<file path="src/common/te_ctrl_pkg.sv">
// engine state encoding, channel counts and state word layout
// shared by the sequencing blocks and the slot accumulators
package te_ctrl_pkg;

	localparam int NUM_LOGIC = 32; // logical channels
	localparam int CH_IDX_W  = 5;  // logical channel index

	// round states, gaps left where the full engine has extra steps
	typedef enum logic [3:0] {
		IDLE         = 4'd0,
		START        = 4'd1,
		FIND_CHANNEL = 4'd2,
		FILL_STATE   = 4'd3,
		READ_FIFO    = 4'd5,
		CORRELATION  = 4'd6,
		DUMP_STATE   = 4'd8,
		COR_FINISH   = 4'd9,
		TE_FINISH    = 4'd10,
		WAIT_CPU     = 4'd11,
		STAND_BY     = 4'd12
	} te_state_t;

	//--------------------------------------------------
	// state buffer layout, address = index * 32 + offset
	//--------------------------------------------------
	localparam int WORD_OFS_W = 5;
	localparam int BUF_ADDR_W = CH_IDX_W + WORD_OFS_W;
	localparam logic [WORD_OFS_W-1:0] WORD_SUM    = 5'd0;
	localparam logic [WORD_OFS_W-1:0] WORD_COUNT  = 5'd1;
	localparam logic [WORD_OFS_W-1:0] WORD_TARGET = 5'd2; // blocks per coherent period
	localparam logic [WORD_OFS_W-1:0] WORD_RESULT = 5'd3;

	localparam int COR_TAIL = 5; // cycles from last sample to end of correlation

endpackage

</file>
<file path="src/common/te_reg_pkg.sv">
// host register map and data widths of the tracking engine
// imported by the register block, the buffer arbiter and the top level
package te_reg_pkg;

	localparam int TE_DATA_W = 32; // host and state buffer word
	localparam int TE_ADDR_W = 10; // host address, covers the whole state buffer
	localparam int REG_OFS_W = 6;  // low address bits seen by the register decode

	//--------------------------------------------------
	// register offsets
	//--------------------------------------------------
	localparam logic [REG_OFS_W-1:0] REG_CHANNEL_ENABLE = 6'd0; // one bit per logical channel
	localparam logic [REG_OFS_W-1:0] REG_COH_DATA_READY = 6'd1; // set at end of coherent period
	localparam logic [REG_OFS_W-1:0] REG_STATE          = 6'd2; // current engine state, read only

endpackage

</file>
<file path="src/tracking_engine/channel_accum.sv">
`timescale 1ns/100ps
// one physical correlator slot, reduced to a signed sample accumulator
// state words come in from fill, updated words go out to dump
module channel_accum import te_reg_pkg::*; import te_ctrl_pkg::*; (
	input  logic                 clk,
	input  logic                 rst_b,
	input  logic                 i_load_sel,
	input  logic [1:0]           i_load_word,
	input  logic [TE_DATA_W-1:0] i_load_data,
	input  logic                 i_accum_en,
	input  logic [7:0]           i_sample,
	output logic                 o_coh_done,
	output logic [TE_DATA_W-1:0] o_new_sum,
	output logic [TE_DATA_W-1:0] o_new_count,
	output logic [TE_DATA_W-1:0] o_result
);

	logic [TE_DATA_W-1:0] sum;
	logic [TE_DATA_W-1:0] count;      // blocks done in current period
	logic [TE_DATA_W-1:0] target;
	logic [TE_DATA_W-1:0] target_eff;
	logic [TE_DATA_W-1:0] count_inc;

	always_ff @(posedge clk or negedge rst_b) begin
		if (!rst_b) begin
			sum    <= '0;
			count  <= '0;
			target <= '0;
		end else if (i_load_sel) begin
			case (i_load_word)
				WORD_SUM[1:0]:    sum    <= i_load_data;
				WORD_COUNT[1:0]:  count  <= i_load_data;
				WORD_TARGET[1:0]: target <= i_load_data;
				default: ;
			endcase
		end else if (i_accum_en) begin
			sum <= sum + {{(TE_DATA_W - 8){i_sample[7]}}, i_sample};
		end
	end

	assign count_inc  = count + 1'b1;
	assign target_eff = (target == '0) ? TE_DATA_W'(1) : target; // zero means every block
	assign o_coh_done = (count_inc >= target_eff);

	assign o_new_sum   = o_coh_done ? '0 : sum;
	assign o_new_count = o_coh_done ? '0 : count_inc;
	assign o_result    = sum;

endmodule

</file>
<file path="config.mk">
export PLATFORM = sky130hd
export DESIGN_NAME = channel_accum
export DESIGN_NICKNAME = d
export VERILOG_FILES = /design/src/common/te_ctrl_pkg.sv /design/src/common/te_reg_pkg.sv /design/src/tracking_engine/channel_accum.sv
export SDC_FILE = /design/constraint.sdc
export NUM_CORES = 1
export LEC_CHECK = 0
export ABC_CLOCK_PERIOD_IN_PS = 8700
export BUFFER_PORTS_ARGS = -buffer_cell sky130_fd_sc_hd__buf_2
export CORE_ASPECT_RATIO = 1.75
export CORE_MARGIN = 2
export CORE_UTILIZATION = 55
export CTS_BUF_LIST = sky130_fd_sc_hd__clkbuf_8
export DETAILED_ROUTE_END_ITERATION = 7
export PLACE_DENSITY = 0.8
export SLEW_MARGIN = 5
export SYNTH_ARGS = -nofsm -noshare
export SYNTH_HDL_FRONTEND = slang
export SYNTH_SLANG_ARGS = --single-unit
</file>
<file path="constraint.sdc">
create_clock -name clk -period 8.7 [get_ports clk]
set_input_delay 0 -clock clk [delete_from_list [all_inputs] [get_ports clk]]
set_output_delay 0 -clock clk [all_outputs]
set_load 0.005 [all_outputs]
</file>
[Word-level counts from Yosys, hierarchy flattened]
Cells that the tools add are included.
Storage, ports and cells
  flip-flop bits (word level): 96
  input port bits: 46
  output and inout port bits: 97
  word-level logic and storage cells: 21
Cells by class
  add/subtract/negate cells: 2
  magnitude comparators: 1
  equal/unequal tests: 3
  multiplexer cells: 6
  reductions and logical operators: 6
Operator list (count)
  $mux 32: 6
  $add 32x1->32 const B: 1
  $add 32x32->32: 1
  $ge 32x32->1: 1
  $logic_not 32->1: 1
  $reduce_and 2->1: 3
  $eq 2x1->1 const B: 1
  $eq 2x2->1 const B: 1
  $logic_not 2->1: 1
  $ne 2x1->1 const B: 1
  $reduce_bool 2->1: 1

[Logic depth before layout (Yosys ltp)]
Gate-level depths: netlist of run 1.
  depth in word-level cells: 4
  depth in mapped cells: 18
  depth with buffers taken out: 17

[Worst setup path after synthesis of run 1]
OpenSTA, ideal clock, no wires.
  path type: register to output
  from: register count[3]
  to: output port o_new_count[0]
  arrival time: 3.578 ns
  required time: 8.700 ns
  setup slack: 5.122 ns
  stages on the path, launching flop included: 18
  path buffers: 1
  cells stage by stage: dfrtp_1 nand4_1 or3_1 nor2_1 nand3_1 xnor2_1 ha_1 a21o_1 a21o_1 a21oi_1 o21ai_1 o21a_1 o21ai_0 nand4_1 nor3_2 clkbuf_1 inv_1 nor2_1
On the way
  word-level cells in the longest chain between the ends: 3
Ends and longest elaborated chain
  start, declared: RTL line channel_accum.sv:19  | logic [TE_DATA_W-1:0] count;
  start signal, assigned: RTL line channel_accum.sv:32  | WORD_COUNT[1:0]: count <= i_load_data;
  $add 32x1->32: RTL line channel_accum.sv:41  | assign count_inc = count + 1'b1;
  $ge 32x32->1: RTL line channel_accum.sv:43  | assign o_coh_done = (count_inc >= target_eff);
  net o_coh_done: RTL line channel_accum.sv:12  | output logic o_coh_done,
  $mux 32: RTL line channel_accum.sv:46  | assign o_new_count = o_coh_done ? '0 : count_inc;
  end, declared: RTL line channel_accum.sv:14  | output logic [TE_DATA_W-1:0] o_new_count,
The timed path passes the listed nets, and every way through them passes these cells.

[Worst setup path after layout of run 1]
  from: register count[2]
  to: output port o_new_count[0]
On the way
  word-level cells in the longest chain between the ends: 3
Ends and longest elaborated chain (RTL line)
  $add 32x1->32: channel_accum.sv:41
  $ge 32x32->1: channel_accum.sv:43
  $mux 32: channel_accum.sv:46
Every way passes these cells.

==> impl_metrics.ini, run 1 <==
[sta]
final-setup-viol-count = 0
finalHoldViolCount = 0
slew_headroom = 0.440
drv_slew = 0
final.setup.tns_ns = 0
rsz0062_at_grt = no
period_minus_slack_ns = 5.31
fin_skew_ns = 0.0131
timing.fmax_mhz = 188
holdWs_ns = 0.0346
tightest_slew_ns = 0.839
post-route-period-util = 0.610

[logic_synthesis]
ys_types = 66
post_synth_fa_ha_maj_area_fraction = 0.113
ys_seq_area_frac = 0.329
async_flop_share = 1.00
synthMuxAreaShare = 0.100
synthSimpleGateAreaFrac = 0.188
ys_seq_elements = 96
ys_top_cells_by_count = dfrtp_1, a21oi_1, ha_1, mux2_2, and2_1
synth_top_area_frac = 0.329
synth_compound_area_frac = 0.155
syn_avg_cell_area_um2 = 9.17
synth.most_common_cell = dfrtp_1
ys_warn_count = 0
synth_xor_area_frac = 0.0709
synth.top_cells.by_area = dfrtp_1, ha_1, mux2_2
syn_area_um2 = 7290
synth_top_family_by_area = simple AND/OR/NAND/NOR gates
synth_area_leader_cell = dfrtp_1
syn_inst = 795
synth_edf_count = 0
synth_ff_type = dfrtp_1
synth_fp_nets = 906

[clocking]
cts_sinks = 96
cts_resized = 0
htreeDepth = 3
clk_pin_slew_ns = 0.09
cts_tree = done
clock_latency_ns = 0.37
ctsRootBufferMaster = clkbuf_8
clockBufferDepth = 2
cts_buffers = 9

[die]
die_h_um = 156
die-area_um2 = 14200
die_x_um = 91.0
start_util = 0.564
num_rows = 55
io_pins = 143
core-area_um2 = 12900

[cells_and_area]
fin_util = 0.668
drive_gt1_frac = 0.252
nFillCells = 1087
nets = 1070
final_cell_count_no_fill = 1135
n_antenna_cell = 0
syn_to_final_growth_pct = 18.6

[power]
internal_power_mw = 1.28
irDropWorstVdd_uv = 143
p_comb_frac = 0.556
power.share.clock = 0.135
p_seq_frac = 0.309
switchingPower_mw = 0.944
p_sw_frac = 0.425
power.leakage_nw = 4.11
power.density_nw_per_um2 = 257
power_mw = 2.22

[setup_path]
endpoint_kind = output port
r2r_cells = 12
crit_arrival_ns = 5.31
crit_path_start_kind = flop
required_ns = 8.70
worstSetupPathType = reg -> out
critPathMaxFanout = 46

[detailed_routing]
ant_nets = 0
drt_iter0_drc = 280
dr.pass1.iters = 5
via_count = 6577
via_per_inst = 5.79
drc = 0
wl_mm = 19.8
post_drt_wl_per_cell_um = 17.5

[global_routing]
grt.met1_usage = 0.326
top_usage_layer = met2
grtUsageMet2 = 0.502
grt_pass1_wl_mm = 31.6
overflow = 0
grt_max_degree = 70
antenna_found_initial = 0
grt_pass1_vias = 6392
grt_use_total = 0.280
use_met3 = 0.0303

[place]
hpwl_mm = 15.2
gp_congestion = 0.922
io_buffer_count = 142
dp.cells = 1086

[status]
status = complete, no violations

[worst_hold_path]
min_path_cells = 4
hp-class = in -> reg

[job]
drv_cap = 0
area by class of cell:
type                       instances  area (um^2)  area share
timing repair buffer             182         1100       0.127
clock inverter                     7         72.6     0.00839
sequential                        96         2400       0.278
inverter                          44          165      0.0191
clock buffer                       9          124      0.0143
multi-input combinational        626         4570       0.529
tap                              171          214      0.0247
critical path: stages (launching register included):
cell and delay (ns):
dfrtp_1 0.44, nand3_1 0.24, or3_1 0.47, nor2_1 0.52, nand3_1 0.17, xnor2_1 0.28
ha_1 0.30, a21o_1 0.19, a21o_1 0.17, a21oi_1 0.14, o21ai_1 0.09, o21a_1 0.16
o21ai_0 0.19, nand4_1 0.18, nor3_4 0.52, buf_4 0.46, inv_1 0.15, nor2_1 0.12
buf_2 0.13
sequential cells by signal (all words and copies together), names as in the netlist:
name,flops
count,32
o_result,32
target,32
routing by layer:
layer / share of wire / vias to the layer above
met4: 0.045 / 0
met5: 0 / -
met2: 0.52 / 202
li1: - / 3172
met3: 0.037 / 53
met1: 0.40 / 3150
power by group through the flow:
stage	Sequential, mW	Combinational, mW	Clock (mW)
3_5_place_dp	0.693	1.21	0
6_report	0.688	1.24	0.299
3_3_place_gp	0.688	1.19	0
4_1_cts	0.683	1.23	0.301
5_1_grt	0.703	1.38	0.323
2_1_floorplan	0.656	0.861	0
kinds of logic after synthesis:
group                      Yosys count
xor gates and xnor gates            59
AOI/OAI and AO/OA                  183
muxes                               65
and+or+nand+nor                    254
buffers and inverters               73
adders and majority gates           65
DFF                                 96
placed cells by master, fill, tap and decap left out, types with 2 or more instances in the layout:
cell and count:
buf_2 141, dfrtp_1 96, a21oi_1 82, mux2_2 64, ha_1 64, and2_1 63
nor2_1 59, inv_1 45, nand2_1 36, xnor2_1 35, dlygate4sd3_1 33, nand3_1 24
xor2_1 24, o21ai_0 24, a21o_1 22, nand4_1 15, and3_1 9, nor4_1 9
clkbuf_8 9, buf_4 8, nor3_1 7, o21a_1 7, nand3b_1 6, a211oi_1 6
o22ai_1 6, o211ai_1 5, o21ai_1 4, nand2b_1 4, a31oi_1 4, nor2b_1 4
o21bai_1 3, a22oi_1 3, or3_1 2, and4_1 2, o31ai_1 2, a211o_1 2
or4_1 2, clkinv_4 2
timing repair:
action,4_1_cts,5_1_grt
hold buffers,33,0
endpoints found under the hold margin,108,0
setup buffers,0,0
through the flow:
stage	instance area, um^2	setup slack (ns)
floorplan	7290	5.12
global placement	8120	3.85
detailed placement	8120	3.84
CTS	8650	3.40
global route	8650	3.01
finish	8650	3.39
worst paths after layout:
path | slack (ns) | startpoint | end
worst min register to register | 0.54 | count[29] | count[29]
worst max register to register | 5.54 | o_result[0] | o_result[28]
worst max-delay path | 3.39 | count[2] | o_new_count[0]
worst min-delay path | 0.03 | i_accum_en | o_result[31]
min in group asynchronous | 0.09 | rst_b | count[29]
max in group asynchronous | 7.42 | rst_b | count[19]
(Power assumes the default switching activity.)
==> run 2: changes to the inputs <==
ABC_CLOCK_PERIOD_IN_PS = 4700   (was 8700)
CORE_UTILIZATION = 52   (was 55)
PLACE_DENSITY = 0.79   (was 0.8)
clock period = 4.7 ns   (was 8.7 ns; I/O delays follow)
==> run 2 against run 1 <==
  * Die area is 5.6% higher
  * Utilization decreased by 3.6 points
  * Clock power is 100% higher
  * Design area grew 0.74%
  * Hold slack improved by 0.060 ns
  * Non-clock buffer count rose by 3
  * Global-route usage shrank 1.5 points
  * Critical path depth unchanged
  * First-iteration DRC count rose by 35%
  * Wire length fell by 0.68%
  * Worst setup slack lost 2.9 ns
  * Critical endpoint unchanged
  * Largest cell class unchanged
  * Largest power group unchanged
==> impl_metrics.ini, run 2 (synthesis results as in run 1) <==
[clocking]
cts_sinks = 96
cts_tree = done
clock_latency_ns = 0.36
clk_pin_slew_ns = 0.10
htreeDepth = 3
cts_buffers = 9
ctsRootBufferMaster = clkbuf_8
clockBufferDepth = 2

[setup_path]
crit_slowest_cell = dfrtp_1
crit_arrival_ns = 4.25
critPathLaunch = count[4]
ff2ff_setup_slack_ns = 1.51
worstReg2RegStart = o_result[0]
crit_path_start_kind = flop
worstSetupPathType = reg -> out
endpoint_kind = output port
path_common_cell = nor2_1
worst-path-buf-inv = 5
cp_top_family = simple AND/OR/NAND/NOR gates
required_ns = 4.70
cp_slowest_stage_delay_ns = 0.45
critPathMaxFanout = 46
crit_chain = nand4_1, or3_1, nor2_1, buf_4, nand2_1, nor2_1, xor2_1, ha_1, nand4_1, nor4_1, nand3_1, o21ai_0, buf_4, nor3_4, buf_12, inv_1, nor2_1, buf_2

[global_routing]
grt_max_degree = 58
grt_use_total = 0.265
antenna_found_initial = 0
grt_pass1_wl_mm = 31.6
overflow = 0
grt_pass1_vias = 6199

[cells_and_area]
fin_util = 0.633
mostFrequentLayoutCells = buf_2, dfrtp_1, a21oi_1
drive_gt1_frac = 0.254
nets = 1073
nFillCells = 1168
final_cell_count_no_fill = 1144
syn_to_final_growth_pct = 19.5
n_antenna_cell = 0
final_common_cell = buf_2

[die]
die_h_um = 161
die_x_um = 93.5
num_rows = 57
core-area_um2 = 13800
die-area_um2 = 15000
start_util = 0.530
io_pins = 143

[detailed_routing]
post_drt_wl_per_cell_um = 17.2
via_count = 6483
drc = 0
via_per_inst = 5.67
wl_mm = 19.7
drt_iter0_drc = 377
ant_nets = 0
dr.pass1.iters = 5

[sta]
fin_skew_ns = 0.00708
timing.fmax_mhz = 235
period_minus_slack_ns = 4.25
post-route-period-util = 0.905
rsz0062_at_grt = no
final.setup.tns_ns = 0
final-setup-viol-count = 0
drv_slew = 0
tightest_slew_ns = 0.859
slew_headroom = 0.428
finalHoldViolCount = 0

[place]
hpwl_mm = 15.0
io_buffer_count = 142
gp_congestion = 0.920
dp.cells = 1094

[power]
power.density_nw_per_um2 = 478
power.leakage_nw = 4.14
irDropWorstVdd_uv = 341

[worst_hold_path]
hp-start = i_accum_en
hp-class = in -> reg

[job]
drv_cap = 0

[status]
status = complete, no violations
[run 2: changes by cell type in the layout (fill, tap and decap cells not counted), sizes merged]
cell,previous run,this run
inv,46,47
bufinv,1,2
clkinv,3,1
buf,149,152
[run 2: final timing paths]
check / to / depth (start not counted)
setup / recovery: o_new_count[0] / 18
hold / removal: o_result[31] / 4
setup reg to reg: o_result[28] / 12
hold reg to reg: count[29] / 1
max in group asynchronous: target[3] / 3
min in group asynchronous: o_result[25] / 2
[run 2: final cells by class]
type                    count  area, um^2  area share
multi-input cells         626        4570       0.525
flip-flops and latches     96        2400       0.276
inverters                  44         165      0.0190
repair buffers            185        1130       0.130
well taps                 177         221      0.0254
clock buffers               9         124      0.0142
clock inverters             7        93.8      0.0108
[run 2: per-layer routing]
layer	GRT usage	vias to the layer above	wire [um]
met5	0	-	0
met4	0.102	0	619
met3	0.0263	48	891
met2	0.450	204	10100
met1	0.344	3060	8070
li1	-	3171	-
[run 2: timing repair]
item | in CTS | in global routing
buffers inserted | 0 | 1
resized for setup | 0 | 0
setup endpoints to repair | 0 | 48
hold endpoints to repair | 118 | 0
hold buffers | 33 | 0
[run 2: through the flow]
stage	hold WS (ns)	setup slack (ns)	instance area, um^2	total power, mW
3_5_place_dp	0.0161	0.461	8160	3.53
3_3_place_gp	0.00853	0.527	8160	3.49
5_1_grt	0.113	0.121	8710	4.52
2_1_floorplan	-0.296	1.12	7290	2.81
4_1_cts	0.0697	0.0407	8700	4.16
6_report	0.0948	0.446	8710	4.17
[run 2: power by group]
part           leakage [nW]  switching (mW)  internal (mW)
registers              1.12           0.244           1.03
clock network         0.111           0.300          0.301
logic                  2.91            1.19           1.10
total                  4.14            1.74           2.43
[run 2: worst min-delay path, cell delays in order]
cell and delay (ns):
buf_2 0.11, inv_1 0.11, or4_1 0.13, nand3_1 0.06
==> run 3: changes to the inputs <==
BUFFER_PORTS_ARGS = default   (was -buffer_cell sky130_fd_sc_hd__buf_2)
CORE_UTILIZATION = 55   (was 52)
DONT_BUFFER_PORTS = 1   (was default)
PLACE_DENSITY = 0.73   (was 0.79)
==> run 3 against run 2 <==
  * Worst setup slack got worse by 0.12 ns
  * Hold slack worse by 0.069 ns
  * Non-clock buffer count fell by 138
  * Flip-flop and latch count is the same
  * Die area is 5.3% lower
  * Combinational power down 14%
  * Critical path depth fell by 1
  * Global-route usage up 0.93 points
  * Wire length down 1.8%
  * First-iteration DRC count is 17% lower
  * Utilization fell by 1.4 points
  * Cell count decreased by 13%
  * Highest routed layer unchanged
==> impl_metrics.ini, run 3 (synthesis results as in run 1) <==
[global_routing]
overflow = 0
grt_pass1_vias = 6070
grt_use_total = 0.274
antenna_found_initial = 0
grt_max_degree = 97
grt_pass1_wl_mm = 30.9

[setup_path]
worstReg2RegStart = o_result[0]
crit_path_start_kind = flop
crit_chain = nand4_1, or3_1, nor2_1, buf_4, nand2_1, xnor2_1, ha_1, a21o_1, a21o_1, a21oi_1, o21ai_0, nand4_1, nand4_1, nor3_4, buf_4, inv_1, nor2_1
cp_slowest_stage_delay_ns = 0.45
endpoint_kind = output port
r2r_cells = 12
worstSetupPathType = reg -> out
cp-endpoint = o_new_sum[1]
required_ns = 4.70
path_common_cell = nand4_1
r2r-end = o_result[28]
ff2ff_setup_slack_ns = 1.52
critPathMaxFanout = 34
critPathLaunch = count[3]
crit_arrival_ns = 4.38
crit_slowest_cell = dfrtp_1

[clocking]
cts_sinks = 96
htreeDepth = 3
clockBufferDepth = 2
cts_tree = done
clock_latency_ns = 0.36
post_cts_buffers = 0
cts_resized = 0
cts_hold_buffers = 38
cts_buffers = 9
ctsRootBufferMaster = clkbuf_8
clk_pin_slew_ns = 0.09

[cells_and_area]
nFillCells = 1124
mostFrequentLayoutCells = dfrtp_1, a21oi_1, mux2_2, ha_1, and2_1
fin_area_um2 = 8000
drive_gt1_frac = 0.127
nets = 935
final_common_cell = dfrtp_1
final_cell_count_no_fill = 999
syn_to_final_growth_pct = 9.75
n_antenna_cell = 0
fin_util = 0.619

[detailed_routing]
drt_iter0_drc = 313
via_per_inst = 6.07
post_drt_wl_per_cell_um = 19.3
wl_mm = 19.3
ant_nets = 0
dr.pass1.iters = 6
via_count = 6060
drc = 0

[power]
power.leakage_nw = 3.54
irDropWorstVdd_uv = 330
power.density_nw_per_um2 = 470
power_mw = 3.76

[place]
place_area_um2 = 7420
place_ws_ns = 0.815
hpwl_mm = 14.9
io_buffer_count = 0
gp_congestion = 1.05
dp.cells = 946

[die]
start_util = 0.564
core-area_um2 = 12900
die_x_um = 91.0
die-area_um2 = 14200
io_pins = 143
num_rows = 55
die_h_um = 156

[sta]
holdWs_ns = 0.0262
final-setup-viol-count = 0
timing.fmax_mhz = 229
timing.final.ws_setup_ns = 0.325
final.setup.tns_ns = 0
period_minus_slack_ns = 4.38
slew_headroom = 0.607
rsz0062_at_grt = no
tightest_slew_ns = 0.587
fin_skew_ns = 0.00503
drv_slew = 0
finalHoldViolCount = 0
post-route-period-util = 0.931

[status]
status = complete, no violations

[job]
drv_cap = 0

[worst_hold_path]
min_path_cells = 2
hp-class = in -> reg
==> run 3: final cells by class <==
type | instances | area [um^2] | share of cell area
well taps | 171 | 214 | 0.0267
multi-input cells | 626 | 4570 | 0.572
repair buffers | 47 | 475 | 0.0594
clock inverters | 5 | 33.8 | 0.00422
flip-flops and latches | 96 | 2400 | 0.300
clock buffers | 10 | 138 | 0.0172
inverters | 44 | 165 | 0.0206
==> run 3: how the worst min path moves through the flow <==
stage           startpoint      endpoint  slack, ns
4_1_cts        i_sample[7]  o_result[30]       0.01
5_1_grt         i_load_sel  o_result[30]       0.04
6_report        i_load_sel  o_result[30]       0.03
2_1_floorplan        rst_b      count[0]      -0.30
3_5_place_dp         rst_b  o_result[26]      -0.29
3_3_place_gp         rst_b  o_result[25]      -0.29
==> run 3: routing by layer <==
metal	vias to the layer above	wire length, um	global-route usage
li1	2901	-	-
met1	2932	7630	0.323
met2	180	10200	0.500
met3	47	887	0.0453
met4	0	563	0.0960
met5	-	0	0
==> run 3: power breakdown <==
group | leakage (nW) | internal (mW) | switching, mW
registers | 1.12 | 1.03 | 0.268
clock network | 0.0841 | 0.203 | 0.289
logic | 2.34 | 0.883 | 1.09
total | 3.54 | 2.12 | 1.65
==> run 3: worst max-delay path: cells and delay by family (launching register included) <==
family                     cells  cell delay, ns
AOI/OAI and AO/OA              4            0.66
xor gates and xnor gates       1            0.24
adders and majority gates      1            0.31
buffers and inverters          3            0.64
DFF                            1            0.45
and+or+nand+nor                8            1.71
