<file path="src/common/te_ctrl_pkg.sv">
// engine state encoding, channel counts and state word layout
// shared by the sequencing blocks and the slot accumulators
package te_ctrl_pkg;

	localparam int NUM_LOGIC = 32; // logical channels
	localparam int CH_IDX_W  = 5;  // logical channel index

	// round states, gaps left where the full engine has extra steps
	typedef enum logic [3:0] {
		IDLE         = 4'd0,
		START        = 4'd1,
		FIND_CHANNEL = 4'd2,
		FILL_STATE   = 4'd3,
		READ_FIFO    = 4'd5,
		CORRELATION  = 4'd6,
		DUMP_STATE   = 4'd8,
		COR_FINISH   = 4'd9,
		TE_FINISH    = 4'd10,
		WAIT_CPU     = 4'd11,
		STAND_BY     = 4'd12
	} te_state_t;

	//--------------------------------------------------
	// state buffer layout, address = index * 32 + offset
	//--------------------------------------------------
	localparam int WORD_OFS_W = 5;
	localparam int BUF_ADDR_W = CH_IDX_W + WORD_OFS_W;
	localparam logic [WORD_OFS_W-1:0] WORD_SUM    = 5'd0;
	localparam logic [WORD_OFS_W-1:0] WORD_COUNT  = 5'd1;
	localparam logic [WORD_OFS_W-1:0] WORD_TARGET = 5'd2; // blocks per coherent period
	localparam logic [WORD_OFS_W-1:0] WORD_RESULT = 5'd3;

	localparam int COR_TAIL = 5; // cycles from last sample to end of correlation

endpackage

</file>
<file path="src/common/te_reg_pkg.sv">
// host register map and data widths of the tracking engine
// imported by the register block, the buffer arbiter and the top level
package te_reg_pkg;

	localparam int TE_DATA_W = 32; // host and state buffer word
	localparam int TE_ADDR_W = 10; // host address, covers the whole state buffer
	localparam int REG_OFS_W = 6;  // low address bits seen by the register decode

	//--------------------------------------------------
	// register offsets
	//--------------------------------------------------
	localparam logic [REG_OFS_W-1:0] REG_CHANNEL_ENABLE = 6'd0; // one bit per logical channel
	localparam logic [REG_OFS_W-1:0] REG_COH_DATA_READY = 6'd1; // set at end of coherent period
	localparam logic [REG_OFS_W-1:0] REG_STATE          = 6'd2; // current engine state, read only

endpackage

</file>
<file path="src/hdl/te_regs.sv">
`timescale 1ns/100ps
// host registers: channel enable, coherent data ready and state readback
// reads are combinational, writes land on the next clock edge
module te_regs import te_reg_pkg::*; import te_ctrl_pkg::*; (
	input  logic                 clk,
	input  logic                 rst_b,
	input  logic                 i_te_reg_cs,
	input  logic                 i_te_rd,
	input  logic                 i_te_wr,
	input  logic [TE_ADDR_W-1:0] i_te_addr,
	input  logic [TE_DATA_W-1:0] i_te_d4wt,
	input  logic                 i_round_start,
	input  logic [TE_DATA_W-1:0] i_coh_set,
	input  te_state_t            i_state,
	output logic [TE_DATA_W-1:0] o_channel_enable,
	output logic                 o_te_ready,
	output logic [TE_DATA_W-1:0] o_te_reg_d4rd
);

	logic [TE_DATA_W-1:0] coh_ready;
	logic [REG_OFS_W-1:0] reg_ofs;
	logic                 reg_wr;

	assign reg_ofs = i_te_addr[REG_OFS_W-1:0];
	assign reg_wr  = i_te_reg_cs && i_te_wr;

	always_ff @(posedge clk or negedge rst_b) begin
		if (!rst_b) begin
			o_channel_enable <= '0;
			coh_ready        <= '0;
		end else begin
			if (reg_wr && (reg_ofs == REG_CHANNEL_ENABLE))
				o_channel_enable <= i_te_d4wt;
			if (reg_wr && (reg_ofs == REG_COH_DATA_READY))
				coh_ready <= i_te_d4wt;
			else if (i_round_start)
				coh_ready <= '0;              // fresh flags every round
			else
				coh_ready <= coh_ready | i_coh_set;
		end
	end

	assign o_te_ready = |coh_ready;

	always_comb begin
		o_te_reg_d4rd = '0;
		if (i_te_reg_cs && i_te_rd) begin
			case (reg_ofs)
				REG_CHANNEL_ENABLE: o_te_reg_d4rd = o_channel_enable;
				REG_COH_DATA_READY: o_te_reg_d4rd = coh_ready;
				REG_STATE:          o_te_reg_d4rd = TE_DATA_W'(i_state);
				default:            o_te_reg_d4rd = '0;
			endcase
		end
	end

endmodule

</file>
<file path="config.mk">
export PLATFORM = sky130hd
export DESIGN_NAME = te_regs
export DESIGN_NICKNAME = d
export VERILOG_FILES = /design/src/common/te_ctrl_pkg.sv /design/src/common/te_reg_pkg.sv /design/src/hdl/te_regs.sv
export SDC_FILE = /design/constraint.sdc
export NUM_CORES = 1
export LEC_CHECK = 0
export BUFFER_PORTS_ARGS = -buffer_cell sky130_fd_sc_hd__buf_4
export CORE_MARGIN = 5
export CORE_UTILIZATION = 43
export CTS_BUF_LIST = sky130_fd_sc_hd__clkbuf_16
export CTS_CLUSTER_DIAMETER = 120
export DETAILED_ROUTE_END_ITERATION = 16
export PLACE_DENSITY = 0.73
export SLEW_MARGIN = 30
export SYNTH_ARGS = -nofsm -noshare
export SYNTH_HDL_FRONTEND = slang
export SYNTH_SLANG_ARGS = --single-unit
</file>
<file path="constraint.sdc">
create_clock -name clk -period 1.3 [get_ports clk]
set_input_delay 0.13 -clock clk [delete_from_list [all_inputs] [get_ports clk]]
set_output_delay 0.13 -clock clk [all_outputs]
set_load 0.01 [all_outputs]
</file>
### After elaboration in Yosys (flattened, before gate mapping)

Cells that the tools add are included.

| word-level totals | value |
|---|---|
| bits in registers | 64 |
| bits of input ports | 84 |
| output and inout port bits | 65 |
| logic and storage cells | 15 |

| operators by class | value |
|---|---|
| equal/unequal tests | 2 |
| muxes and demuxes | 4 |
| bitwise gates (word level) | 1 |
| reductions and logical operators | 6 |

Operators by type and width:

| kind | count |
|---|---|
| two-way mux 32 bit | 3 |
| one-hot mux 32 bit (3 select lines) | 1 |
| bitwise OR 32 bit | 1 |
| OR reduction 32 bit | 1 |
| == test 6 x 1 -> 1 bit, second input constant | 1 |
| == test 6 x 2 -> 1 bit, second input constant | 1 |
| logical NOT 6 bit | 1 |
| logical AND 1 bit | 4 |

### Longest topological paths before layout

Gate-level depths: netlist (run 1).

| depth | value |
|---|---|
| word-level depth | 3 |
| gate-level depth with buffers | 5 |
| mapped depth without buffers | 3 |

### Worst setup path before layout (run 1)

Ideal clock, no wire load.

| timing | value |
|---|---|
| kind | input to output |
| start | in i_te_addr[5] |
| end | out o_te_reg_d4rd[11] |
| arrival time | 1.244 ns |
| data required time | 1.170 ns |
| path slack | -0.074 ns |
| cell stages on the path | 4 |
| path buffers | 1 |
| cell sequence | nor4_4 > nand4b_2 > buf_2 > nor2_1 |

| on the way | value |
|---|---|
| word-level cells in the longest chain between the ends | 3 |
| elaborated cells on any way between the ends | 5 |
| classes of those cells | eq/ne (2); mux (2); reduce/logical (1) |

Ends and longest elaborated chain:

| element | line | text |
|---|---|---|
| from (decl) | te_regs.sv:10 | `input logic [TE_ADDR_W-1:0] i_te_addr,` |
| == test 6 x 2 -> 1 bit, or another cell as far along | te_regs.sv:48 | `case (reg_ofs)` |
| one-hot mux 32 bit (3 select lines) (*) | te_regs.sv:48 |  |
| two-way mux 32 bit (*) | te_regs.sv:47 | `if (i_te_reg_cs && i_te_rd) begin` |
| to (decl) | te_regs.sv:17 | `output logic [TE_DATA_W-1:0] o_te_reg_d4rd` |

Every way passes the cells marked *; elsewhere a longest branch is shown, timed or not.

### Worst setup path after layout (run 1)

| timing | value |
|---|---|
| start | reg coh_ready[4] |
| end | out o_te_ready |

| on the way | value |
|---|---|
| word-level cells in the longest chain between the ends | 1 |

Ends and longest elaborated chain:

| element | line | text |
|---|---|---|
| from (decl) | te_regs.sv:20 | `logic [TE_DATA_W-1:0] coh_ready;` |
| from (signal assigned) | te_regs.sv:35 | `coh_ready <= i_te_d4wt;` |
| from (signal assigned) | te_regs.sv:39 | `coh_ready <= coh_ready \| i_coh_set;` |
| OR reduction 32 bit | te_regs.sv:43 | `assign o_te_ready = \|coh_ready;` |
| to (decl) | te_regs.sv:16 | `output logic o_te_ready,` |

No other way between the ends.

==> results.txt, run 1 <==
Outcome: finished, violations left
Failing checks: negative setup slack
Clock sink count: 64
Relative slew slack: 75.4%
Register area: 0.00160 mm^2
Required time worst endpoint: 1.17 ns
Die ar.: 0.00987 mm^2
Final WL: 11200 um
Tmin final: 1.75 ns
Synth area leader: dfrtp_1
Clock root cell: clkbuf_16
Pwr/cell area: 932 mW/mm^2
CTS tree: built
Clock tree buffer depth: 2
Largest net degree at the start of global routing: 33
Post-synth top area share: 46.7%
Number of buffers added on ports: 144
Synthesized flop and latch total: 64
Actual slew at the worst max-slew pin: 0.368 ns
Worst VDD drop: 887 uV
Ant. Diodes: 0
WP buf/inv: 1
Final Hold Viols: 0
CP Cell Sequence: nor4_1, nand4_1, or2_4, buf_6
Die Height: 99.3 um
Syn avg cell area: 11.6 um^2
Critical path's top delay family: simple AND/OR/NAND/NOR gates
Switching Fraction: 26.4%
Count of cell types in the netlist: 20
Peak Freq: 570 MHz
Fillers: 507
Static Leak: 2.93 nW
Total design power: 0.00558 W
Power share of the combinational group: 21.5%
Final HPWL DP: 7560 um
Drt wl/cell: 18.7 um
Critical path arrival: 1.62 ns
Period utilisation layout: 135%
RSZ-0062 raised after global routing: yes
Overflow after GRT: 0
Layout Area Growth over Synthesis: 74.5%
Ranking of synthesized cells by area: dfrtp_1, mux2_4, mux2_2
CP Depth: 4
Final WS setup: -0.454 ns
Worst-path maximum fanout: 2
CP startpoint kind: flop
Post-synth EDFFs: 0
Post-route ant nets: 0
Hold path depth: 2
Layout cell share with drive strength beyond 1: 68.2%
Synthesized Nets: 381
Setup-failing EPs final: 33
H-tree levels: 3
Worst path max stage delay: 0.40 ns
Global-route wire length before repair: 18300 um
Clock Power Share: 37.5%
Avg Vias per Cell: 5.09
Worst slack at placement: -0.255 ns
Multi-input gate area: 0.00217 mm^2
Worst Hold Path EP: o_channel_enable[29]
Min-delay worst type: in2reg
Register-to-register setup slack: 0.20 ns
Critical Path Sink Type: output port
Vias in the first global route: 3497
Width of the die: 99.3 um
Yosys warning count: 0
Hold slack: 0.0458 ns
Clk_lat worst skew: 0.32 ns
CP Class: reg2out
Vias: 3051
Sequential area share after synthesis: 46.7%
Drt initial violations: 93
Global placement routability congestion: 0.775
Max Cap Viol: 0
Final nets: 576
Worst reg2reg path startpoint: coh_ready[7]
GRT Util Overall: 23.6%
Share of synthesized flip-flops with an asynchronous set or reset: 100%
Commonest register cell after synthesis: dfrtp_1
Synth Instances: 297
Initial antenna violation count: 0
DRT Pass-1 Iters: 4
Slew Viols, Final: 0
Core ar.: 0.00777 mm^2
DRC Markers: 0
I/O Pins: 149
Row cnt: 32
HP Start: i_te_d4wt[29]
P_sw: 0.00147 W
Power share of the sequential group: 41.1%
Worst-path clk slew: 0.05 ns
CP max stage cell: dfrtp_1
Reg2reg end: coh_ready[7]
P_int: 0.00411 W
Clk_skew: 0 ns
Cts bufs inserted: 9
Worst Reg-to-Reg Cells: 4
Initial Util: 44.2%
Synthesized area: 0.00343 mm^2
## worst max path at each step
| stage | startpoint | end | slack [ns] |
|---|---|---|---|
| finish | coh_ready[4] | o_te_ready | -0.45 |
| global route | coh_ready[18] | o_te_ready | -0.56 |
| CTS | coh_ready[18] | o_te_ready | -0.50 |
| detailed placement | coh_ready[13] | o_te_ready | -0.25 |
| global placement | coh_ready[13] | o_te_ready | -0.22 |
| floorplan | i_te_addr[2] | o_channel_enable[10] | -0.06 |
## flip-flops by register name, summed over array words and instances, names as in the netlist
name and count:
o_channel_enable 32, coh_ready 32
## what timing repair did
item	CTS	global route
setup buffers	7	1
endpoints found under the hold margin	20	0
pin swaps	27	9
setup endpoints to repair	33	65
cloned	3	0
gates resized for setup	119	14
hold buffers	1	0
## power by group through the flow
stage / registers (W) / logic (W) / clock network, W
after floorplan: 0.00232 / 0.000388 / 0
after global placement: 0.00229 / 0.00100 / 0
after detailed placement: 0.00229 / 0.00102 / 0
after CTS: 0.00228 / 0.00118 / 0.00212
after global routing: 0.00231 / 0.00129 / 0.00218
final: 0.00229 / 0.00120 / 0.00209
## cell type report
type	count	share of cell area, %
clock buffer	9	3.76
clock inverter	7	0.543
multi-input combinational	218	36.2
sequential	64	26.7
tap	102	2.13
timing repair buffer	199	30.7
## synthesized netlist by cell type (2+ instances only)
| cell | instances |
|---|---|
| nor2_1 | 92 |
| or2_2 | 5 |
| buf_2 | 6 |
| clkbuf_1 | 3 |
| nor4_1 | 8 |
| a21oi_1 | 4 |
| mux2_2 | 34 |
| mux2_4 | 30 |
| buf_6 | 6 |
| nand4_1 | 2 |
| nand2_1 | 4 |
| dfrtp_1 | 64 |
| mux2i_1 | 32 |
## routing by layer
metal | track usage, % | wire length, um
met5 | 0 | 0
met4 | 5.67 | 133
met3 | 5.96 | 849
met2 | 41.2 | 5780
met1 | 29.4 | 4450
## cell families after synthesis
logic type	count (synthesis)	synth area share, %
AO/OA/AOI/OAI	4	0.583
buffers and inverters	15	3.17
flip-flops	64	46.7
multiplexers	96	33.6
AND/OR/NAND/NOR	118	16.0
## stage by stage
stage	area, um^2	setup TNS (ns)	util (%)	instances
6_report	5990	-5.50	77.1	599
5_1_grt	5990	-7.89	77.1	599
4_1_cts	5970	-6.43	76.8	600
3_5_place_dp	5020	-10.60	64.6	574
3_3_place_gp	5020	-10.47	64.6	574
2_1_floorplan	3510	-2.61	-	297
## worst reg2reg max path, cell delays in order (launching register included)
cell     delay (ns)
dfrtp_1        0.40
buf_6          0.13
nor2_1         0.12
nor2_1         0.06
mux2_2         0.27
## layout by cell type (no fill, tap or decap)
master / netlist / layout
buf_4: 0 / 140
nor2_1: 92 / 64
dfrtp_1: 64 / 64
buf_6: 6 / 45
mux2_2: 34 / 34
mux2_4: 30 / 30
nor2_4: 0 / 28
mux2i_4: 0 / 12
buf_12: 0 / 12
mux2i_2: 0 / 11
mux2i_1: 32 / 9
clkbuf_16: 0 / 9
nor4_1: 8 / 7
or2_4: 0 / 5
nand2_1: 4 / 4
a21oi_2: 0 / 4
inv_1: 0 / 3
nand4_1: 2 / 2
clkinv_2: 0 / 2
nor4_4: 1 / 1
nand4b_4: 0 / 1
nor2b_1: 1 / 1
nand3_1: 1 / 1
and3b_1: 1 / 1
nand3_4: 1 / 1
nor4_2: 0 / 1
nand3b_4: 1 / 1
clkinvlp_4: 0 / 1
clkinv_1: 0 / 1
buf_16: 0 / 1
dlygate4sd3_1: 0 / 1
Power figures use the tool's default switching activity.
==> run 2: changes to the inputs <==
CORE_UTILIZATION = 52   (was 43)
PLACE_DENSITY = 0.83   (was 0.73)
clock period = 2.2 ns   (was 1.3 ns; I/O delays follow)
==> run 2 against run 1 <==
  * The flow finishes with violations (negative hold slack)
  * Setup slack improved by 0.66 ns
  * Cell area decreased by 20%
  * Clock power decreased by 39%
  * Sequential power decreased by 41%
  * Largest cell class unchanged
  * Clock-buffer cell count unchanged
  * Clock skew unchanged
  * Global-route usage decreased by 0.97 points
  * Non-clock buffer count decreased by 50
  * Worst hold slack got worse by 0.062 ns
  * Critical path depth unchanged
  * Total power decreased by 44%
==> results.txt, run 2 (synthesized netlist as in run 1, its figures left out) <==
Multi-input gate area: 0.00172 mm^2 (-21%)
Initial Util: 53.7% (+9.6 points)
Drt wl/cell: 17.9 um (-4.3%)
Global placement routability congestion: 0.819 (+5.7%)
Drt initial violations: 92 (-1.1%)
Commonest cells after routing, fill and taps aside: buf_4, nor2_1, dfrtp_1
Required time worst endpoint: 1.98 ns (+0.81 ns)
Actual slew at the worst max-slew pin: 0.810 ns (+0.441 ns)
Slew Viols, Final: 0 (unchanged)
Crit path from: coh_ready[30]
Number of buffers added on ports: 144 (unchanged)
Core ar.: 0.00639 mm^2 (-18%)
Width of the die: 91.2 um (-8.2%)
CTS tree: built
Critical Path Sink Type: output port
Failing checks: negative hold slack
DRC Markers: 0 (unchanged)
Final non-filler cell total: 524 (-13%)
Fillers: 460 (-9.3%)
Vias: 2786 (-8.7%)
Largest net degree at the start of global routing: 65 (+97%)
Register area: 0.00160 mm^2 (unchanged)
Final WS setup: 0.210 ns (+0.664 ns)
I/O Pins: 149 (unchanged)
Most common cell after layout, fill and taps aside: buf_4
CP Cell Sequence: nor4_1, nand4_1, or2_2, buf_4
Layout Area Growth over Synthesis: 40.2%
Final WL: 9390 um (-16%)
Cell Area, Placed: 0.00454 mm^2 (-9.6%)
Final Cell Area: 0.00481 mm^2 (-20%)
Final Hold Viols: 11 (+11)
Worst-path clk slew: 0.06 ns (about the same)
Row cnt: 29 (-9.4%)
CP startpoint kind: flop
Critical path arrival: 1.77 ns (+0.15 ns)
DRT Pass-1 Iters: 4 (unchanged)
Overflow after GRT: 0 (unchanged)
Initial antenna violation count: 0 (unchanged)
Sum of negative setup slack: 0 ns (+5.50 ns)
Pwr/cell area: 650 mW/mm^2 (-30%)
Dpl cells: 508 (-11%)
Cts bufs inserted: 9 (unchanged)
CP Class: reg2out
Global-route wire length before repair: 15300 um (-16%)
Worst path max stage delay: 0.42 ns (+0.02 ns)
Clk_skew: 0 ns (unchanged)
Peak Freq: 502 MHz
Static Leak: 2.57 nW (-12%)
Largest regs: coh_ready (32), o_channel_enable (32)
Die Height: 91.2 um (-8.2%)
Final nets: 526 (-8.7%)
Avg Vias per Cell: 5.32 (+4.4%)
Layout cell share with drive strength beyond 1: 53.2% (-15 points)
Vias in the first global route: 3048 (-13%)
Total design power: 0.00313 W (-44%)
Period utilisation layout: 90.5%
Relative slew slack: 46.0% (-29 points)
Clk_lat worst skew: 0.32 ns (about the same)
Min-delay worst type: in2async
GRT Util Overall: 22.6% (-0.97 points)
Clock sink count: 64 (unchanged)
Tmin final: 1.99 ns
Max Cap Viol: 0 (unchanged)
Outcome: finished, violations left
Worst reg2reg path startpoint: coh_ready[8]
Post-CTS setup buffers: 0 (-7)
Hold slack: -0.0166 ns (-0.0624 ns)
H-tree levels: 3 (unchanged)
Worst-path maximum fanout: 3 (+1)
Ant. Diodes: 0 (unchanged)
Final HPWL DP: 6860 um (-9.2%)
Clock tree buffer depth: 2 (unchanged)
Post-route ant nets: 0 (unchanged)
Worst slack at placement: 0.284 ns (+0.539 ns)
Setup-failing EPs final: 0 (-100%)
CTS Hold Bufs: 0 (-1)
Clock root cell: clkbuf_16
RSZ-0062 raised after global routing: no
CP max stage cell: nor4_1
Die ar.: 0.00832 mm^2 (-16%)
Worst VDD drop: 386 uV (-57%)
Post-CTS resize count: 0 (-100%)
[run 2: changes by cell type in the layout (fill, tap and decap cells not counted), moves of 9 or more]
| cell | change |
|---|---|
| nor2_4 | -28 |
| buf_12 | -12 |
| buf_4 | +9 |
| mux2i_1 | +23 |
| nor2_1 | +28 |
| mux2i_4 | -12 |
| mux2i_2 | -11 |
| buf_6 | -45 |
[run 2: path summary, 6_finish.rpt]
check,to,slack (ns),depth (start not counted)
max,o_te_ready,0.21,4
min,o_channel_enable[17],-0.02,1
max reg2reg,coh_ready[8],1.22,3
min reg2reg,o_channel_enable[7],0.54,1
max in group asynchronous,coh_ready[6],1.68,1
min in group clk,o_channel_enable[16],0.14,2
[run 2: final cells by class]
| class | count | area share [%] |
|---|---|---|
| flip-flops and latches | 64 | 33.3 |
| clock buffers | 9 | 4.68 |
| well taps | 77 | 2.00 |
| repair buffers | 149 | 23.2 |
| multi-input cells | 218 | 35.8 |
| clock inverters | 7 | 1.01 |
[run 2: critical path: cells and delay by family, from the launching register on]
kind | cells | cell delay, ns
buf+inv | 1 | 0.15
flops | 1 | 0.40
simple gates | 3 | 0.91
[run 2: power by group]
part | internal, W | total (W) | leakage [nW] | switching [W]
Clock | 0.000758 | 0.00128 | 0.123 | 0.000522
Sequential | 0.00127 | 0.00135 | 0.835 | 0.0000780
Combinational | 0.000299 | 0.000499 | 1.61 | 0.000201
[run 2: layer usage]
layer | vias to the layer above | wire (um) | track usage [%] | part of all wire (%)
met1 | 1348 | 3850 | 28.0 | 41
li1 | 1311 | - | - | -
met3 | 5 | 914 | 8.51 | 9.7
met5 | - | 0 | 0 | 0
met4 | 0 | 53 | 4.03 | 0.56
met2 | 122 | 4570 | 38.3 | 49
[run 2: per-stage QoR]
step,utilization [%],hold WS (ns)
global route,75.4,0.0539
global placement,71.1,0.360
CTS,75.4,0.0200
floorplan,-,-0.0756
detailed placement,71.1,0.363
finish,75.4,-0.0166
==> run 3: changes to the inputs <==
ABC_AREA = 0   (was unset)
PLACE_DENSITY = 0.88   (was 0.83)
TNS_END_PERCENT = 10   (was unset)
==> run 3 against run 2 <==
  * The flow still finishes with violations (negative hold slack)
  * Cell area rose by 0.34%
  * Register-to-register slack got worse by 0.05 ns
  * Core utilization is 0.25 points higher
  * Critical path depth is the same
  * First-iteration DRC count unchanged
  * Fmax decreased by 0.76%
  * Clock skew did not move
  * Setup slack worse by 0.015 ns
  * Via count grew 1.5%
  * Largest cell class unchanged
  * Largest power group unchanged
==> results.txt, run 3 (synthesized netlist as in run 1, its figures left out) <==
Clock root cell: clkbuf_16
H-tree levels: 3 (unchanged)
DRC Markers: 0 (unchanged)
Final WL: 9650 um (+2.8%)
Final core utilization: 75.6% (+0.25 points)
CTS Hold Bufs: 0 (unchanged)
Layout cell share with drive strength beyond 1: 52.2% (-1.0 points)
Hold slack: -0.00191 ns (+0.0147 ns)
Clk_lat worst skew: 0.32 ns (about the same)
Drt initial violations: 92 (unchanged)
Critical Path Sink Type: output port
Slew Viols, Final: 0 (unchanged)
Ant. Diodes: 0 (unchanged)
Post-CTS setup buffers: 0 (unchanged)
CTS tree: built
Final WS setup: 0.195 ns (-0.0152 ns)
Static Leak: 2.59 nW (+0.71%)
Clock sink count: 64 (unchanged)
Actual slew at the worst max-slew pin: 0.812 ns (+0.00201 ns)
Core ar.: 0.00639 mm^2 (unchanged)
Outcome: finished, violations left
Row cnt: 29 (unchanged)
RSZ-0062 raised after global routing: no
Most common cell after layout, fill and taps aside: buf_4
Tmin final: 2.01 ns (+0.0152 ns)
Peak Freq: 499 MHz (-0.76%)
Vias in the first global route: 3137 (+2.9%)
Final Hold Viols: 1 (-10)
Required time worst endpoint: 1.98 ns (about the same)
Critical path arrival: 1.79 ns (+0.02 ns)
Avg Vias per Cell: 5.41 (+1.7%)
Commonest cells after routing, fill and taps aside: buf_4, nor2_1, dfrtp_1
I/O Pins: 149 (unchanged)
Cts bufs inserted: 9 (unchanged)
Number of buffers added on ports: 144 (unchanged)
Initial antenna violation count: 0 (unchanged)
Largest net degree at the start of global routing: 65 (unchanged)
Sum of negative setup slack: 0 ns (unchanged)
CP Class: reg2out
Die Height: 91.2 um (unchanged)
Global placement routability congestion: 0.826 (+0.89%)
CP startpoint kind: flop
Final HPWL DP: 6870 um (+0.14%)
Worst slack at placement: 0.400 ns (+0.116 ns)
Post-CTS resize count: 0 (unchanged)
Layout Area Growth over Synthesis: 40.7%
Total design power: 0.00318 W (+1.7%)
Clk_skew: 0 ns (unchanged)
Worst-path clk slew: 0.05 ns (about the same)
Worst VDD drop: 418 uV (+8.3%)
Worst-path maximum fanout: 3 (unchanged)
Width of the die: 91.2 um (unchanged)
Largest regs: coh_ready (32), o_channel_enable (32)
Overflow after GRT: 0 (unchanged)
Min-delay worst type: in2async
Failing checks: negative hold slack
Initial Util: 53.7% (unchanged)
Period utilisation layout: 91.2% (+0.69 points)
Final nets: 526 (unchanged)
Pwr/cell area: 658 mW/mm^2 (+1.4%)
Post-route ant nets: 0 (unchanged)
Vias: 2828 (+1.5%)
Max Cap Viol: 0 (unchanged)
Drt wl/cell: 18.5 um (+3.0%)
Setup-failing EPs final: 0 (unchanged)
Global-route wire length before repair: 15500 um (+0.90%)
DRT Pass-1 Iters: 4 (unchanged)
Clock tree buffer depth: 2 (unchanged)
Die ar.: 0.00832 mm^2 (unchanged)
GRT Util Overall: 23.0% (+0.35 points)
Relative slew slack: 45.9% (-0.13 points)
==> run 3: cell count changes in the layout (fill, tap and decap cells not counted), sizes merged <==
cell,before,now
clkinvlp,4,1
inv,0,1
bufinv,0,1
==> run 3: layout make-up <==
class	instances	area, um^2
multi-input cells	218	1720
flip-flops and latches	64	1600
fillers	423	1560
repair buffers	149	1130
clock buffers	9	225
well taps	77	96.3
clock inverters	6	52.6
==> run 3: path summary, 6_finish.rpt <==
path | endpoint | start | slack [ns] | cells past startpoint
hold reg to reg | o_channel_enable[0] | o_channel_enable[0] | 0.54 | 1
hold / removal | o_channel_enable[18] | rst_b | -0.002 | 1
setup reg to reg | coh_ready[23] | coh_ready[23] | 1.17 | 3
setup / recovery | o_te_ready | coh_ready[23] | 0.19 | 4
max in group asynchronous | o_channel_enable[28] | rst_b | 1.67 | 1
min in group clk | o_channel_enable[5] | i_te_d4wt[5] | 0.14 | 2
==> run 3: critical path, cell delays in order (launching register included) <==
cell and delay (ns):
dfrtp_1 0.40, nor4_1 0.46, nand4_1 0.16, or2_2 0.29, buf_4 0.15
==> run 3: routing by layer <==
layer	routed length, um	GRT usage, %	vias up
met1	3890	26.9	1370
li1	-	-	1309
met2	4770	38.8	132
met3	853	8.18	17
met5	0	0	-
met4	141	8.44	0
==> run 3: through the flow <==
| step | area [um^2] | std cells |
|---|---|---|
| floorplan | 3430 | 297 |
| global placement | 4550 | 508 |
| detailed placement | 4550 | 508 |
| CTS | 4830 | 523 |
| global route | 4830 | 523 |
| finish | 4830 | 523 |
==> run 3: power by group <==
part	switching (W)	internal [W]	total (W)
clock network	0.000474	0.000853	0.00133
logic	0.000204	0.000299	0.000503
registers	0.0000805	0.00127	0.00135
total	0.000758	0.00242	0.00318
